`config.mk`:
```
export PLATFORM = sky130hd
export DESIGN_NAME = softcore_uncore
export DESIGN_NICKNAME = d
export VERILOG_FILES = /design/src/hw/softcore_pkg.sv /design/src/hw/mem_msg_if.sv /design/src/hw/cmd_two_fifo.sv /design/src/hw/cmd_dispatch_fsm.sv /design/src/hw/clint_timer.sv /design/src/hw/cfg_regs.sv /design/src/hw/resp_router.sv /design/src/hw/softcore_uncore.sv
export SDC_FILE = /design/constraint.sdc
export NUM_CORES = 2
export LEC_CHECK = 0
export BUFFER_PORTS_ARGS = -buffer_cell sky130_fd_sc_hd__buf_2
export CAP_MARGIN = 20
export CORE_AREA = 2 2 423 425
export CTS_CLUSTER_DIAMETER = 50
export DETAILED_ROUTE_END_ITERATION = 7
export DIE_AREA = 0 0 425 427
export SLEW_MARGIN = 10
export SYNTH_ARGS = -nofsm -noshare
export SYNTH_HDL_FRONTEND = slang
export SYNTH_SLANG_ARGS = --single-unit
export TNS_END_PERCENT = 10
```
`constraint.sdc`:
```
create_clock -name clk_i -period 21.6 [get_ports clk_i]
set_clock_uncertainty 0.1 [all_clocks]
set_input_delay 2.16 -clock clk_i [delete_from_list [all_inputs] [get_ports clk_i]]
set_output_delay 2.16 -clock clk_i [all_outputs]
set_load 0.05 [all_outputs]
```
`src/hw/softcore_pkg.sv`:
```
`default_nettype none

package softcore_pkg;

  localparam int addr_w   = 40;
  localparam int data_w   = 64;
  localparam int src_id_w = 2;

  typedef enum logic [0:0] {
    read  = 1'b0,
    write = 1'b1
  } mem_op_e;

  // Shared by commands and responses
  typedef struct packed {
    mem_op_e             op;
    logic [src_id_w-1:0] src_id;
    logic [addr_w-1:0]   addr;
    logic [data_w-1:0]   data;
  } mem_msg_t;

  // Local memory map
  localparam logic [addr_w-1:0] dram_base = 40'h80_0000_0000;
  localparam int dev_lsb = 20;
  localparam int dev_w   = 4;

  localparam logic [dev_w-1:0] host_dev  = 4'd0;
  localparam logic [dev_w-1:0] clint_dev = 4'd1;
  localparam logic [dev_w-1:0] cfg_dev   = 4'd2;
  localparam logic [dev_w-1:0] cache_dev = 4'd3;

  // Offsets in the low 16 address bits
  localparam logic [15:0] clint_msip_offset     = 16'h0000;
  localparam logic [15:0] clint_mtimecmp_offset = 16'h4000;
  localparam logic [15:0] clint_mtime_offset    = 16'hBFF8;

  localparam logic [15:0] cfg_freeze_offset   = 16'h0000;
  localparam logic [15:0] cfg_core_id_offset  = 16'h0008;
  localparam logic [15:0] cfg_host_did_offset = 16'h0010;

endpackage

`default_nettype wire

```
`src/hw/mem_msg_if.sv`:
```
`timescale 1ns/10ps
`default_nettype none

interface mem_msg_if;

  // Command half, valid/ready
  softcore_pkg::mem_msg_t cmd_msg;
  logic                   cmd_v;
  logic                   cmd_ready;

  // Response half, valid/yumi
  softcore_pkg::mem_msg_t resp_msg;
  logic                   resp_v;
  logic                   resp_yumi;

  modport fabric (
    output cmd_msg, cmd_v, resp_yumi,
    input  cmd_ready, resp_msg, resp_v
  );

  modport device (
    input  cmd_msg, cmd_v, resp_yumi,
    output cmd_ready, resp_msg, resp_v
  );

endinterface

`default_nettype wire

```
`src/hw/cmd_two_fifo.sv`:
```
`timescale 1ns/10ps
`default_nettype none

module cmd_two_fifo (
  input  logic                   clk_i,
  input  logic                   arst_n_i,
  input  softcore_pkg::mem_msg_t msg_i,
  input  logic                   v_i,
  output logic                   ready_o,
  output softcore_pkg::mem_msg_t msg_o,
  output logic                   v_o,
  input  logic                   yumi_i
);

  softcore_pkg::mem_msg_t mem_q [2];
  logic wr_ptr_q, rd_ptr_q;
  logic full_q, empty_q;
  logic push, pop;

  assign ready_o = ~full_q;
  assign v_o     = ~empty_q;
  assign msg_o   = mem_q[rd_ptr_q];

  assign push = v_i & ~full_q;
  assign pop  = yumi_i & ~empty_q;

  always_ff @(posedge clk_i)
  begin
    if (push)
    begin
      mem_q[wr_ptr_q] <= msg_i;
    end
  end

  always_ff @(posedge clk_i or negedge arst_n_i)
  begin
    if (!arst_n_i)
    begin
      wr_ptr_q <= 1'b0;
      rd_ptr_q <= 1'b0;
      full_q   <= 1'b0;
      empty_q  <= 1'b1;
    end
    else
    begin
      if (push)
      begin
        wr_ptr_q <= ~wr_ptr_q;
      end
      if (pop)
      begin
        rd_ptr_q <= ~rd_ptr_q;
      end
      // Occupancy only changes when one side moves alone
      if (push && !pop)
      begin
        empty_q <= 1'b0;
        full_q  <= (~wr_ptr_q == rd_ptr_q);
      end
      else if (pop && !push)
      begin
        full_q  <= 1'b0;
        empty_q <= (~rd_ptr_q == wr_ptr_q);
      end
    end
  end

endmodule

`default_nettype wire

```
`src/hw/cmd_dispatch_fsm.sv`:
```
`timescale 1ns/10ps
`default_nettype none

module cmd_dispatch_fsm #(
  parameter int num_req_p = 3
) (
  input  logic                                   clk_i,
  input  logic                                   arst_n_i,

  input  softcore_pkg::mem_msg_t [num_req_p-1:0] fifo_msg_i,
  input  logic [num_req_p-1:0]                   fifo_v_i,
  output logic [num_req_p-1:0]                   fifo_yumi_o,

  mem_msg_if.fabric                              cfg_bus,
  mem_msg_if.fabric                              clint_bus,

  output softcore_pkg::mem_msg_t                 io_cmd_msg_o,
  output logic                                   io_cmd_v_o,
  input  logic                                   io_cmd_ready_i,

  output softcore_pkg::mem_msg_t                 mem_cmd_msg_o,
  output logic                                   mem_cmd_v_o,
  input  logic                                   mem_cmd_ready_i
);

  typedef enum logic {
    st_idle,
    st_send
  } state_e;

  typedef enum logic [1:0] {
    tgt_mem,
    tgt_io,
    tgt_cfg,
    tgt_clint
  } target_e;

  state_e                         state_q;
  target_e                        tgt_q, tgt_d;
  softcore_pkg::mem_msg_t         msg_q, sel_msg;
  logic [num_req_p-1:0]           grant_oh;
  logic [softcore_pkg::dev_w-1:0] dev_code;
  logic                           issue;
  logic                           tgt_ready;

  // Highest index wins
  always_comb
  begin
    grant_oh = '0;
    sel_msg  = '0;
    for (int i = 0; i < num_req_p; i++)
    begin
      if (fifo_v_i[i])
      begin
        grant_oh    = '0;
        grant_oh[i] = 1'b1;
        sel_msg     = fifo_msg_i[i];
      end
    end
  end

  assign dev_code = sel_msg.addr[softcore_pkg::dev_lsb +: softcore_pkg::dev_w];

  always_comb
  begin
    if (sel_msg.addr >= softcore_pkg::dram_base)
    begin
      tgt_d = tgt_mem;
    end
    else
    begin
      case (dev_code)
        softcore_pkg::cache_dev: tgt_d = tgt_mem;
        softcore_pkg::cfg_dev:   tgt_d = tgt_cfg;
        softcore_pkg::clint_dev: tgt_d = tgt_clint;
        default:                 tgt_d = tgt_io;
      endcase
    end
  end

  assign issue       = (state_q == st_idle) & (|fifo_v_i);
  assign fifo_yumi_o = issue ? grant_oh : '0;

  always_comb
  begin
    case (tgt_q)
      tgt_io:    tgt_ready = io_cmd_ready_i;
      tgt_cfg:   tgt_ready = cfg_bus.cmd_ready;
      tgt_clint: tgt_ready = clint_bus.cmd_ready;
      default:   tgt_ready = mem_cmd_ready_i;
    endcase
  end

  always_ff @(posedge clk_i)
  begin
    if (issue)
    begin
      msg_q <= sel_msg;
    end
  end

  always_ff @(posedge clk_i or negedge arst_n_i)
  begin
    if (!arst_n_i)
    begin
      state_q <= st_idle;
      tgt_q   <= tgt_mem;
    end
    else
    begin
      case (state_q)
        st_idle:
        begin
          if (issue)
          begin
            tgt_q   <= tgt_d;
            state_q <= st_send;
          end
        end
        default:
        begin
          if (tgt_ready)
          begin
            state_q <= st_idle;
          end
        end
      endcase
    end
  end

  assign cfg_bus.cmd_msg   = msg_q;
  assign clint_bus.cmd_msg = msg_q;
  assign io_cmd_msg_o      = msg_q;
  assign mem_cmd_msg_o     = msg_q;

  assign cfg_bus.cmd_v   = (state_q == st_send) & (tgt_q == tgt_cfg);
  assign clint_bus.cmd_v = (state_q == st_send) & (tgt_q == tgt_clint);
  assign io_cmd_v_o      = (state_q == st_send) & (tgt_q == tgt_io);
  assign mem_cmd_v_o     = (state_q == st_send) & (tgt_q == tgt_mem);

endmodule

`default_nettype wire

```
`src/hw/clint_timer.sv`:
```
`timescale 1ns/10ps
`default_nettype none

module clint_timer (
  input  logic      clk_i,
  input  logic      arst_n_i,
  mem_msg_if.device bus,
  output logic      timer_irq_o,
  output logic      software_irq_o
);

  logic [softcore_pkg::data_w-1:0] mtime_q;
  logic [softcore_pkg::data_w-1:0] mtimecmp_q;
  logic                            msip_q;
  logic                            resp_v_q;
  softcore_pkg::mem_msg_t          resp_msg_q, resp_d;
  logic [softcore_pkg::data_w-1:0] rd_data;
  logic [15:0]                     offset;
  logic                            cmd_fire, wr_fire;

  assign cmd_fire = bus.cmd_v & bus.cmd_ready;
  assign wr_fire  = cmd_fire & (bus.cmd_msg.op == softcore_pkg::write);
  assign offset   = bus.cmd_msg.addr[15:0];

  always_comb
  begin
    rd_data = '0;
    case (offset)
      softcore_pkg::clint_msip_offset:     rd_data[0] = msip_q;
      softcore_pkg::clint_mtimecmp_offset: rd_data = mtimecmp_q;
      softcore_pkg::clint_mtime_offset:    rd_data = mtime_q;
      default:                             rd_data = '0;
    endcase
  end

  // Writes answer with zero data
  always_comb
  begin
    resp_d      = bus.cmd_msg;
    resp_d.data = (bus.cmd_msg.op == softcore_pkg::write) ? '0 : rd_data;
  end

  always_ff @(posedge clk_i)
  begin
    if (cmd_fire)
    begin
      resp_msg_q <= resp_d;
    end
  end

  always_ff @(posedge clk_i or negedge arst_n_i)
  begin
    if (!arst_n_i)
    begin
      mtime_q    <= '0;
      mtimecmp_q <= '1;
      msip_q     <= 1'b0;
      resp_v_q   <= 1'b0;
    end
    else
    begin
      mtime_q <= mtime_q + 1'b1;
      if (wr_fire)
      begin
        case (offset)
          softcore_pkg::clint_msip_offset:     msip_q <= bus.cmd_msg.data[0];
          softcore_pkg::clint_mtimecmp_offset: mtimecmp_q <= bus.cmd_msg.data;
          softcore_pkg::clint_mtime_offset:    mtime_q <= bus.cmd_msg.data;
          default:                             msip_q <= msip_q;
        endcase
      end
      if (cmd_fire)
      begin
        resp_v_q <= 1'b1;
      end
      else if (bus.resp_yumi)
      begin
        resp_v_q <= 1'b0;
      end
    end
  end

  assign bus.cmd_ready = ~resp_v_q;
  assign bus.resp_v    = resp_v_q;
  assign bus.resp_msg  = resp_msg_q;

  assign timer_irq_o    = (mtime_q >= mtimecmp_q);
  assign software_irq_o = msip_q;

endmodule

`default_nettype wire

```
`src/hw/cfg_regs.sv`:
```
`timescale 1ns/10ps
`default_nettype none

module cfg_regs (
  input  logic      clk_i,
  input  logic      arst_n_i,
  mem_msg_if.device bus,
  output logic      cfg_freeze_o
);

  logic                            freeze_q;
  logic [7:0]                      core_id_q;
  logic [7:0]                      host_did_q;
  logic                            resp_v_q;
  softcore_pkg::mem_msg_t          resp_msg_q, resp_d;
  logic [softcore_pkg::data_w-1:0] rd_data;
  logic [15:0]                     offset;
  logic                            cmd_fire, wr_fire;

  assign cmd_fire = bus.cmd_v & bus.cmd_ready;
  assign wr_fire  = cmd_fire & (bus.cmd_msg.op == softcore_pkg::write);
  assign offset   = bus.cmd_msg.addr[15:0];

  always_comb
  begin
    rd_data = '0;
    case (offset)
      softcore_pkg::cfg_freeze_offset:   rd_data[0]   = freeze_q;
      softcore_pkg::cfg_core_id_offset:  rd_data[7:0] = core_id_q;
      softcore_pkg::cfg_host_did_offset: rd_data[7:0] = host_did_q;
      default:                           rd_data      = '0;
    endcase
  end

  always_comb
  begin
    resp_d      = bus.cmd_msg;
    resp_d.data = (bus.cmd_msg.op == softcore_pkg::write) ? '0 : rd_data;
  end

  always_ff @(posedge clk_i)
  begin
    if (cmd_fire)
    begin
      resp_msg_q <= resp_d;
    end
  end

  always_ff @(posedge clk_i or negedge arst_n_i)
  begin
    if (!arst_n_i)
    begin
      // Core starts frozen
      freeze_q   <= 1'b1;
      core_id_q  <= '0;
      host_did_q <= '0;
      resp_v_q   <= 1'b0;
    end
    else
    begin
      if (wr_fire)
      begin
        case (offset)
          softcore_pkg::cfg_freeze_offset:   freeze_q   <= bus.cmd_msg.data[0];
          softcore_pkg::cfg_core_id_offset:  core_id_q  <= bus.cmd_msg.data[7:0];
          softcore_pkg::cfg_host_did_offset: host_did_q <= bus.cmd_msg.data[7:0];
          default:                           freeze_q   <= freeze_q;
        endcase
      end
      if (cmd_fire)
      begin
        resp_v_q <= 1'b1;
      end
      else if (bus.resp_yumi)
      begin
        resp_v_q <= 1'b0;
      end
    end
  end

  assign bus.cmd_ready = ~resp_v_q;
  assign bus.resp_v    = resp_v_q;
  assign bus.resp_msg  = resp_msg_q;
  assign cfg_freeze_o  = freeze_q;

endmodule

`default_nettype wire

```
`src/hw/resp_router.sv`:
```
`timescale 1ns/10ps
`default_nettype none

module resp_router #(
  parameter int num_req_p = 3
) (
  mem_msg_if.fabric                              cfg_bus,
  mem_msg_if.fabric                              clint_bus,

  input  softcore_pkg::mem_msg_t                 io_resp_msg_i,
  input  logic                                   io_resp_v_i,
  output logic                                   io_resp_yumi_o,

  input  softcore_pkg::mem_msg_t                 mem_resp_msg_i,
  input  logic                                   mem_resp_v_i,
  output logic                                   mem_resp_yumi_o,

  output softcore_pkg::mem_msg_t [num_req_p-1:0] req_resp_msg_o,
  output logic [num_req_p-1:0]                   req_resp_v_o,
  input  logic [num_req_p-1:0]                   req_resp_yumi_i
);

  logic [num_req_p-1:0] cfg_match, clint_match, io_match, mem_match;

  // One outstanding command per requester keeps each match one-hot
  for (genvar i = 0; i < num_req_p; i++)
  begin : g_req
    assign cfg_match[i] = cfg_bus.resp_v
                        & (cfg_bus.resp_msg.src_id == softcore_pkg::src_id_w'(i));
    assign clint_match[i] = clint_bus.resp_v
                          & (clint_bus.resp_msg.src_id == softcore_pkg::src_id_w'(i));
    assign io_match[i]  = io_resp_v_i & (io_resp_msg_i.src_id == softcore_pkg::src_id_w'(i));
    assign mem_match[i] = mem_resp_v_i & (mem_resp_msg_i.src_id == softcore_pkg::src_id_w'(i));

    assign req_resp_msg_o[i] = mem_match[i]   ? mem_resp_msg_i     :
                               io_match[i]    ? io_resp_msg_i      :
                               clint_match[i] ? clint_bus.resp_msg :
                                                cfg_bus.resp_msg;
    assign req_resp_v_o[i] = cfg_match[i] | clint_match[i] | io_match[i] | mem_match[i];
  end

  assign cfg_bus.resp_yumi   = |(cfg_match & req_resp_yumi_i);
  assign clint_bus.resp_yumi = |(clint_match & req_resp_yumi_i);
  assign io_resp_yumi_o      = |(io_match & req_resp_yumi_i);
  assign mem_resp_yumi_o     = |(mem_match & req_resp_yumi_i);

endmodule

`default_nettype wire

```
`src/hw/softcore_uncore.sv`:
```
`timescale 1ns/10ps
`default_nettype none

module softcore_uncore #(
  parameter int num_req_p = 3
) (
  input  logic                                   clk_i,
  input  logic                                   arst_n_i,

  // Requesters
  input  softcore_pkg::mem_msg_t [num_req_p-1:0] req_cmd_msg_i,
  input  logic [num_req_p-1:0]                   req_cmd_v_i,
  output logic [num_req_p-1:0]                   req_cmd_ready_o,
  output softcore_pkg::mem_msg_t [num_req_p-1:0] req_resp_msg_o,
  output logic [num_req_p-1:0]                   req_resp_v_o,
  input  logic [num_req_p-1:0]                   req_resp_yumi_i,

  // Outgoing host I/O
  output softcore_pkg::mem_msg_t                 io_cmd_msg_o,
  output logic                                   io_cmd_v_o,
  input  logic                                   io_cmd_ready_i,
  input  softcore_pkg::mem_msg_t                 io_resp_msg_i,
  input  logic                                   io_resp_v_i,
  output logic                                   io_resp_yumi_o,

  // Memory
  output softcore_pkg::mem_msg_t                 mem_cmd_msg_o,
  output logic                                   mem_cmd_v_o,
  input  logic                                   mem_cmd_ready_i,
  input  softcore_pkg::mem_msg_t                 mem_resp_msg_i,
  input  logic                                   mem_resp_v_i,
  output logic                                   mem_resp_yumi_o,

  output logic                                   timer_irq_o,
  output logic                                   software_irq_o,
  output logic                                   cfg_freeze_o
);

  softcore_pkg::mem_msg_t [num_req_p-1:0] fifo_msg;
  logic [num_req_p-1:0]                   fifo_v;
  logic [num_req_p-1:0]                   fifo_yumi;

  mem_msg_if cfg_if ();
  mem_msg_if clint_if ();

  for (genvar i = 0; i < num_req_p; i++)
  begin : g_fifo
    cmd_two_fifo i_fifo (
      .clk_i    (clk_i),
      .arst_n_i (arst_n_i),
      .msg_i    (req_cmd_msg_i[i]),
      .v_i      (req_cmd_v_i[i]),
      .ready_o  (req_cmd_ready_o[i]),
      .msg_o    (fifo_msg[i]),
      .v_o      (fifo_v[i]),
      .yumi_i   (fifo_yumi[i])
    );
  end

  cmd_dispatch_fsm #(
    .num_req_p (num_req_p)
  ) i_dispatch (
    .clk_i           (clk_i),
    .arst_n_i        (arst_n_i),
    .fifo_msg_i      (fifo_msg),
    .fifo_v_i        (fifo_v),
    .fifo_yumi_o     (fifo_yumi),
    .cfg_bus         (cfg_if.fabric),
    .clint_bus       (clint_if.fabric),
    .io_cmd_msg_o    (io_cmd_msg_o),
    .io_cmd_v_o      (io_cmd_v_o),
    .io_cmd_ready_i  (io_cmd_ready_i),
    .mem_cmd_msg_o   (mem_cmd_msg_o),
    .mem_cmd_v_o     (mem_cmd_v_o),
    .mem_cmd_ready_i (mem_cmd_ready_i)
  );

  cfg_regs i_cfg (
    .clk_i        (clk_i),
    .arst_n_i     (arst_n_i),
    .bus          (cfg_if.device),
    .cfg_freeze_o (cfg_freeze_o)
  );

  clint_timer i_clint (
    .clk_i          (clk_i),
    .arst_n_i       (arst_n_i),
    .bus            (clint_if.device),
    .timer_irq_o    (timer_irq_o),
    .software_irq_o (software_irq_o)
  );

  resp_router #(
    .num_req_p (num_req_p)
  ) i_router (
    .cfg_bus         (cfg_if.fabric),
    .clint_bus       (clint_if.fabric),
    .io_resp_msg_i   (io_resp_msg_i),
    .io_resp_v_i     (io_resp_v_i),
    .io_resp_yumi_o  (io_resp_yumi_o),
    .mem_resp_msg_i  (mem_resp_msg_i),
    .mem_resp_v_i    (mem_resp_v_i),
    .mem_resp_yumi_o (mem_resp_yumi_o),
    .req_resp_msg_o  (req_resp_msg_o),
    .req_resp_v_o    (req_resp_v_o),
    .req_resp_yumi_i (req_resp_yumi_i)
  );

endmodule

`default_nettype wire

```
* Word level (Yosys, flattened, before mapping)
Memory sizes are Yosys's and may differ from the RTL's.
Cells that the tools add are included.
** Storage, ports and cells
- Register bits after elaboration :: 484
- RAM bits :: 642
- Input port bits :: 547
- Memories :: 3
** Memories
- g_fifo[0].i_fifo.mem_q :: depth 2, width 107, read ports 1, clocked after Yosys merged registers in 0, wr ports 1, line cmd_two_fifo.sv:15 : softcore_pkg::mem_msg_t mem_q [2];
- g_fifo[1].i_fifo.mem_q :: depth 2, width 107, read ports 1, clocked after Yosys merged registers in 0, wr ports 1, line cmd_two_fifo.sv:15
- g_fifo[2].i_fifo.mem_q :: depth 2, width 107, read ports 1, clocked after Yosys merged registers in 0, wr ports 1, line cmd_two_fifo.sv:15
** Operators by class
- Order comparisons :: 2
- Equal/unequal tests :: 24
- Bitwise gates (word level) :: 55
- $add $sub $neg :: 1
- Mux-type cells :: 50
- Reductions and logical operators :: 34
** Operators by type and width (number)
- 107-bit two-way mux :: 12
- 64-bit two-way mux :: 2
- 63-bit case mux with 2 select lines :: 1
- 64-bit by 1-bit adder with 64-bit output, second input constant :: 1
- 64-bit >= comparator :: 1
- 40-bit >= comparator, second input constant :: 1
- 1-bit bitwise AND :: 27
- 1-bit two-way mux :: 26
- 16-bit by 15-bit equality test with 1-bit output, second input constant :: 1
- 16-bit equality test, second input constant :: 1
- 16-bit by 4-bit equality test with 1-bit output, second input constant :: 1
- 16-bit by 5-bit equality test with 1-bit output, second input constant :: 1
- 16-bit logical NOT :: 1
- 1-bit inverter :: 15
- 3-bit OR reduction :: 5
- 7-bit case mux with 2 select lines :: 1
- 3-bit bitwise AND :: 4
- 2-bit equality test, second input constant :: 6
- 2-bit AND reduction :: 6
- 2-bit by 1-bit equality test with 1-bit output, second input constant :: 5
- 2-bit logical NOT :: 5
- 2-bit nonzero test :: 5
- 3-bit two-way mux :: 3
- 1-bit OR :: 9
- 8 further kinds :: 26

* Logic depth before layout (Yosys ltp)
- Depth in word-level cells :: 8
- Gate-level depth with buffers :: 10
- Mapped depth without buffers :: 8

* Worst setup path after synthesis
Ideal clock, no wire load.
- Path type :: input port to flip-flop
- From :: in req_cmd_v_i[0]
- To :: mem g_fifo[0].i_fifo.mem_q[0][0] (netlist bit) (enable)
- Required time :: 20.914 ns
- Data arrival time :: 7.146 ns
- Stages on the path :: 2
- Setup slack :: 13.768 ns
- Library setup time :: 0.586 ns
- Path through :: nor2b_1 -> nor2b_1
** On the way
- Cells in the longest elaborated chain, start to end :: 3
** Ends and longest elaborated chain
- start, declared :: line softcore_uncore.sv:12 : input logic [num_req_p-1:0] req_cmd_v_i,
- 1-bit bitwise AND :: line cmd_two_fifo.sv:24 : assign push = v_i & ~full_q;
- 1-bit two-way mux :: line cmd_two_fifo.sv:29 : if (push)
- 1-bit two-way mux (not written as such) :: line cmd_two_fifo.sv:31 : mem_q[wr_ptr_q] <= msg_i;
- end, declared :: line cmd_two_fifo.sv:15
No other way between the ends.

==> summary.txt <==
Run status
  – Result of the run: completed

Setup path
  – Critical path required time: 19.34 ns
  – Endpoint class of the critical path: output pin
  – Critical path arrival: 5.35 ns
  – Cell-by-cell listing of the critical path: buf_2, and3b_4, buf_4, buf_4, nor2_4, buf_4, a22oi_1, o21ai_0, buf_2
  – Crit path kind: in2out
  – Maximum fanout along the worst path: 83
  – Max stage delay cell, worst path: sky130_fd_sc_hd__buf_4
  – Delay of the slowest critical-path stage: 0.77 ns
  – Dominant cell type by count on the critical path: sky130_fd_sc_hd__buf_4
  – Worst path top cell family by delay: buffers and inverters
  – Crit start category: input port
  – Number of buffers and inverters on the critical path: 5

Floorplanning
  – Starting utilization of the core area: 28.76%
  – Area enclosed by the die boundary: 181500 µm²
  – Core Rows: 155
  – Total core area: 177300 µm²
  – IO Pins: 1095
  – Die X-Extent: 425 µm
  – Vert. Die Dim: 427 µm

Drt
  – Routed wirelength normalized by instance count: 27.27 µm
  – Number of iterations in the first detailed-routing pass: 6
  – Count of unresolved DRC violations after routing: 0
  – Drt initial violations: 4230
  – Via Count: 40170
  – Total Wirelength: 211500 µm
  – Via-per-instance ratio: 5.179
  – Post-route antenna net violation count: 0

Clock network
  – Clock latency at the later pin of the worst-skew pair: 0.79 ns
  – Root buf cell: sky130_fd_sc_hd__clkbuf_16
  – Setup fix buffers added after clock tree synthesis: 0
  – Clock slew seen by the registers of the worst setup and hold paths: 0.06 ns
  – CTS resizes: 0
  – Htree depth: 4
  – Number of buffers between clock root and the deepest sink: 3
  – Clock tree from TritonCTS: done
  – Clock Sinks: 1070
  – Hold bufs inserted after CTS: 0
  – Total clock buffers created by CTS: 139

Final layout
  – Non-filler instance count after layout: 7757
  – Utilization of the core after routing: 35.39%
  – Relative area change from synthesis to final layout: 23.07%
  – Total non-filler cell area in the finished layout: 62740 µm²
  – Share of post-route cells with drive strength above 1: 29.01%
  – Fill cell instance count of the final layout: 17510
  – NumNets Final: 5868

Global routing
  – Most used routing layer in global routing: met2
  – Met1 routing resource usage after global routing: 31.14%
  – Pin count of the biggest net entering global routing: 213
  – Antenna violations before repair: 85
  – First-pass GRT wire length: 286900 µm
  – Via count of the first global-routing pass: 36850
  – Fraction of met3 tracks used by global routing: 4.495%
  – Global routing met2 resource utilization: 33.44%
  – Remaining global-route overflow: 0
  – Global-route usage over all layers: 22.28%

Yosys
  – Mean Syn Cell Area: 11.66 µm²
  – Cell count after synthesis: 4373
  – Biggest area contributors in the synthesized netlist: sky130_fd_sc_hd__edfxtp_1 53%, sky130_fd_sc_hd__mux2i_1 7.4%, sky130_fd_sc_hd__nand2_1 5.3%
  – Fraction of post-synthesis cell area in the top cell type by area: 53.42%
  – Most used flip-flop cell after synthesis: sky130_fd_sc_hd__edfxtp_1
  – Synth async-reset ratio: 15.23%
  – Sequential cell area fraction in the yosys report: 61.59%
  – Post-synthesis cell type with the largest combined area: sky130_fd_sc_hd__edfxtp_1
  – Distinct cell type count of the synthesized netlist: 60
  – Syn nets: 4988
  – Cell area after synthesis: 50980 µm²
  – Number of enable-type register cells in the synthesized netlist: 907
  – Post-synthesis sequential element count: 1070
  – Synth Warn #: 0

Placement
  – Placed Area: 58010 µm²
  – RD Place Congestion: 1.051
  – Detailed placer's ending HPWL: 156800 µm
  – Number of cells in the design after placement: 7466
  – Number of buffers added on ports: 1094

Timing
  – Worst-Margin Slew: 1.213 ns
  – Max Freq: 131.4 MHz
  – Crit share post-route: 35.23%
  – Count of final max-slew check failures: 0
  – Setup violators final: 0
  – Final count of hold timing violations: 0
  – Worst relative slew slack: 18.86%
  – Total Neg Setup Slack: 0 ns
  – RSZ-0062 raised after global routing: no
  – Post-route minimum period: 7.611 ns

Power
  – Cell Pwr Density: 137.7 nW/µm²
  – Max VDD drop: 148.6 µV
  – Leakage component of the power: 23.91 nW

Min path
  – Worst Hold Class: reg2reg

Flow run
  – Maximum capacitance violations: 0
[cell type report]
class                           count  area (µm²)  share of cell area [%]
Multi-Input combinational cell   2815       17430                   27.79
Tap cell                         2355        2947                   4.696
Clock buffer                      171        3755                   5.985
Antenna cell                       38       95.09                  0.1516
Timing Repair Buffer             1148        5944                   9.475
Sequential cell                  1070       31420                   50.08
Inverter                           79       296.5                  0.4726
Clock inverter                     81       850.8                   1.356
[power by group]
part | leakage (nW) | internal (mW) | switching (mW)
Sequential | 10.4 | 2.83 | 0.625
Combinational | 11.3 | 0.671 | 2.21
Clock | 2.24 | 1.36 | 0.935
Total | 23.9 | 4.87 | 3.77
[per-layer routing]
| metal | routed length (µm) | vias to the layer above |
|---|---|---|
| met5 | 227 | - |
| met4 | 8511 | 38 |
| met2 | 95210 | 2051 |
| met3 | 16790 | 445 |
| li1 | - | 17880 |
| met1 | 90780 | 19760 |
[worst paths after layout]
path	slack, ns	cells after the start	start	to
min reg2reg	0.40	2	g_fifo[0].i_fifo.empty_q	g_fifo[0].i_fifo.empty_q
min in group asynchronous	1.26	1	arst_n_i	i_clint.mtime_q[47]
max in group asynchronous	18.11	3	arst_n_i	g_fifo[1].i_fifo.rd_ptr_q
max reg2reg	17.39	6	g_fifo[2].i_fifo.rd_ptr_q	i_dispatch.tgt_q[0]
max	13.99	9	io_resp_msg_i[104]	req_resp_msg_o[246]
min	0.40	2	g_fifo[0].i_fifo.empty_q	g_fifo[0].i_fifo.empty_q
[stage by stage]
stage	setup WS [ns]	total power [mW]	hold WS, ns
2_1_floorplan	13.77	5.293	0.3553
3_3_place_gp	14.15	6.368	0.3889
3_5_place_dp	14.08	6.394	0.3941
4_1_cts	14.06	8.706	0.4027
5_1_grt	13.81	8.949	0.4214
6_report	13.99	8.637	0.4040
[registers in the layout, summed over array words and instances (netlist names), 2 cells and up]
name / count
i_cfg.bus.resp_msg: 51
g_fifo.i_fifo.mem_q: 642
i_clint.mtimecmp_q: 64
i_dispatch.cfg_bus.cmd_msg: 107
i_cfg.host_did_q: 8
i_clint.mtime_q: 64
i_clint.bus.resp_msg: 107
g_fifo.i_fifo.wr_ptr_q: 3
i_cfg.core_id_q: 8
i_dispatch.tgt_q: 2
g_fifo.i_fifo.full_q: 3
g_fifo.i_fifo.empty_q: 3
g_fifo.i_fifo.rd_ptr_q: 3
[layout by cell type (no fill, tap or decap), types with 6 or more instances in the layout]
| master | count |
|---|---|
| sky130_fd_sc_hd__dfrtp_1 | 92 |
| sky130_fd_sc_hd__buf_4 | 50 |
| sky130_fd_sc_hd__nand2b_1 | 7 |
| sky130_fd_sc_hd__a21oi_1 | 267 |
| sky130_fd_sc_hd__o21ai_0 | 495 |
| sky130_fd_sc_hd__nor4_1 | 19 |
| sky130_fd_sc_hd__diode_2 | 38 |
| sky130_fd_sc_hd__dfstp_2 | 66 |
| sky130_fd_sc_hd__xnor2_1 | 38 |
| sky130_fd_sc_hd__a22oi_1 | 238 |
| sky130_fd_sc_hd__bufinv_16 | 9 |
| sky130_fd_sc_hd__a21o_1 | 10 |
| sky130_fd_sc_hd__nor2b_1 | 6 |
| sky130_fd_sc_hd__mux2_2 | 84 |
| sky130_fd_sc_hd__nand3_1 | 39 |
| sky130_fd_sc_hd__inv_1 | 79 |
| sky130_fd_sc_hd__nand2_1 | 720 |
| sky130_fd_sc_hd__o22ai_1 | 107 |
| sky130_fd_sc_hd__inv_8 | 7 |
| sky130_fd_sc_hd__nor2_1 | 157 |
| sky130_fd_sc_hd__nand4_1 | 29 |
| sky130_fd_sc_hd__buf_2 | 1093 |
| sky130_fd_sc_hd__and3_1 | 14 |
| sky130_fd_sc_hd__clkbuf_16 | 144 |
| sky130_fd_sc_hd__clkinv_1 | 19 |
| sky130_fd_sc_hd__mux2i_1 | 376 |
| sky130_fd_sc_hd__ha_1 | 68 |
| sky130_fd_sc_hd__xor2_1 | 28 |
| sky130_fd_sc_hd__inv_6 | 13 |
| sky130_fd_sc_hd__clkinv_4 | 7 |
| sky130_fd_sc_hd__clkinv_2 | 12 |
| sky130_fd_sc_hd__clkinvlp_4 | 7 |
| sky130_fd_sc_hd__nor3_1 | 18 |
| sky130_fd_sc_hd__clkbuf_1 | 22 |
| sky130_fd_sc_hd__edfxtp_1 | 907 |
[kinds of logic after synthesis]
group,share of synthesized area (%)
AO/OA/AOI/OAI,12.93
AND/OR/NAND/NOR,8.924
flip-flops,61.59
buffers and inverters,4.511
multiplexers,9.238
adder cells (fa/ha/maj),1.669
XOR/XNOR,1.134
[synth_stat cells, types with 3 or more instances]
master / count
sky130_fd_sc_hd__nor2b_1: 10
sky130_fd_sc_hd__clkbuf_1: 222
sky130_fd_sc_hd__or4_1: 3
sky130_fd_sc_hd__buf_4: 110
sky130_fd_sc_hd__nand3_2: 4
sky130_fd_sc_hd__nor4_1: 20
sky130_fd_sc_hd__nand3_1: 41
sky130_fd_sc_hd__buf_6: 3
sky130_fd_sc_hd__nand3b_1: 4
sky130_fd_sc_hd__dfstp_2: 68
sky130_fd_sc_hd__inv_1: 79
sky130_fd_sc_hd__nand2b_1: 8
sky130_fd_sc_hd__and2_1: 8
sky130_fd_sc_hd__xnor2_1: 38
sky130_fd_sc_hd__nor3b_1: 7
sky130_fd_sc_hd__buf_2: 26
sky130_fd_sc_hd__dfrtp_1: 95
sky130_fd_sc_hd__o31ai_1: 3
sky130_fd_sc_hd__o211ai_1: 5
sky130_fd_sc_hd__nor3_1: 19
sky130_fd_sc_hd__and3_2: 3
sky130_fd_sc_hd__o21a_1: 3
sky130_fd_sc_hd__xor2_1: 28
sky130_fd_sc_hd__a21o_1: 10
sky130_fd_sc_hd__nand4_1: 29
sky130_fd_sc_hd__ha_1: 68
sky130_fd_sc_hd__a21oi_1: 267
sky130_fd_sc_hd__nand2_1: 720
sky130_fd_sc_hd__mux2i_1: 376
sky130_fd_sc_hd__mux2_2: 84
sky130_fd_sc_hd__and3_1: 16
sky130_fd_sc_hd__nor2_1: 161
sky130_fd_sc_hd__o21ai_0: 495
sky130_fd_sc_hd__a22oi_1: 238
sky130_fd_sc_hd__edfxtp_1: 907
sky130_fd_sc_hd__o22ai_1: 107
sky130_fd_sc_hd__buf_1: 48
sky130_fd_sc_hd__and4_1: 5
sky130_fd_sc_hd__a31oi_1: 3
sky130_fd_sc_hd__a211oi_1: 4
[worst min-delay path, delay by kind of cell, from the launching register on]
| family | cells | cell delay (ns) |
|---|---|---|
| flops | 1 | 0.39 |
| simple gates | 1 | 0.06 |
| compound gates | 1 | 0.06 |
No activity file was read; power rests on OpenSTA's default activity.
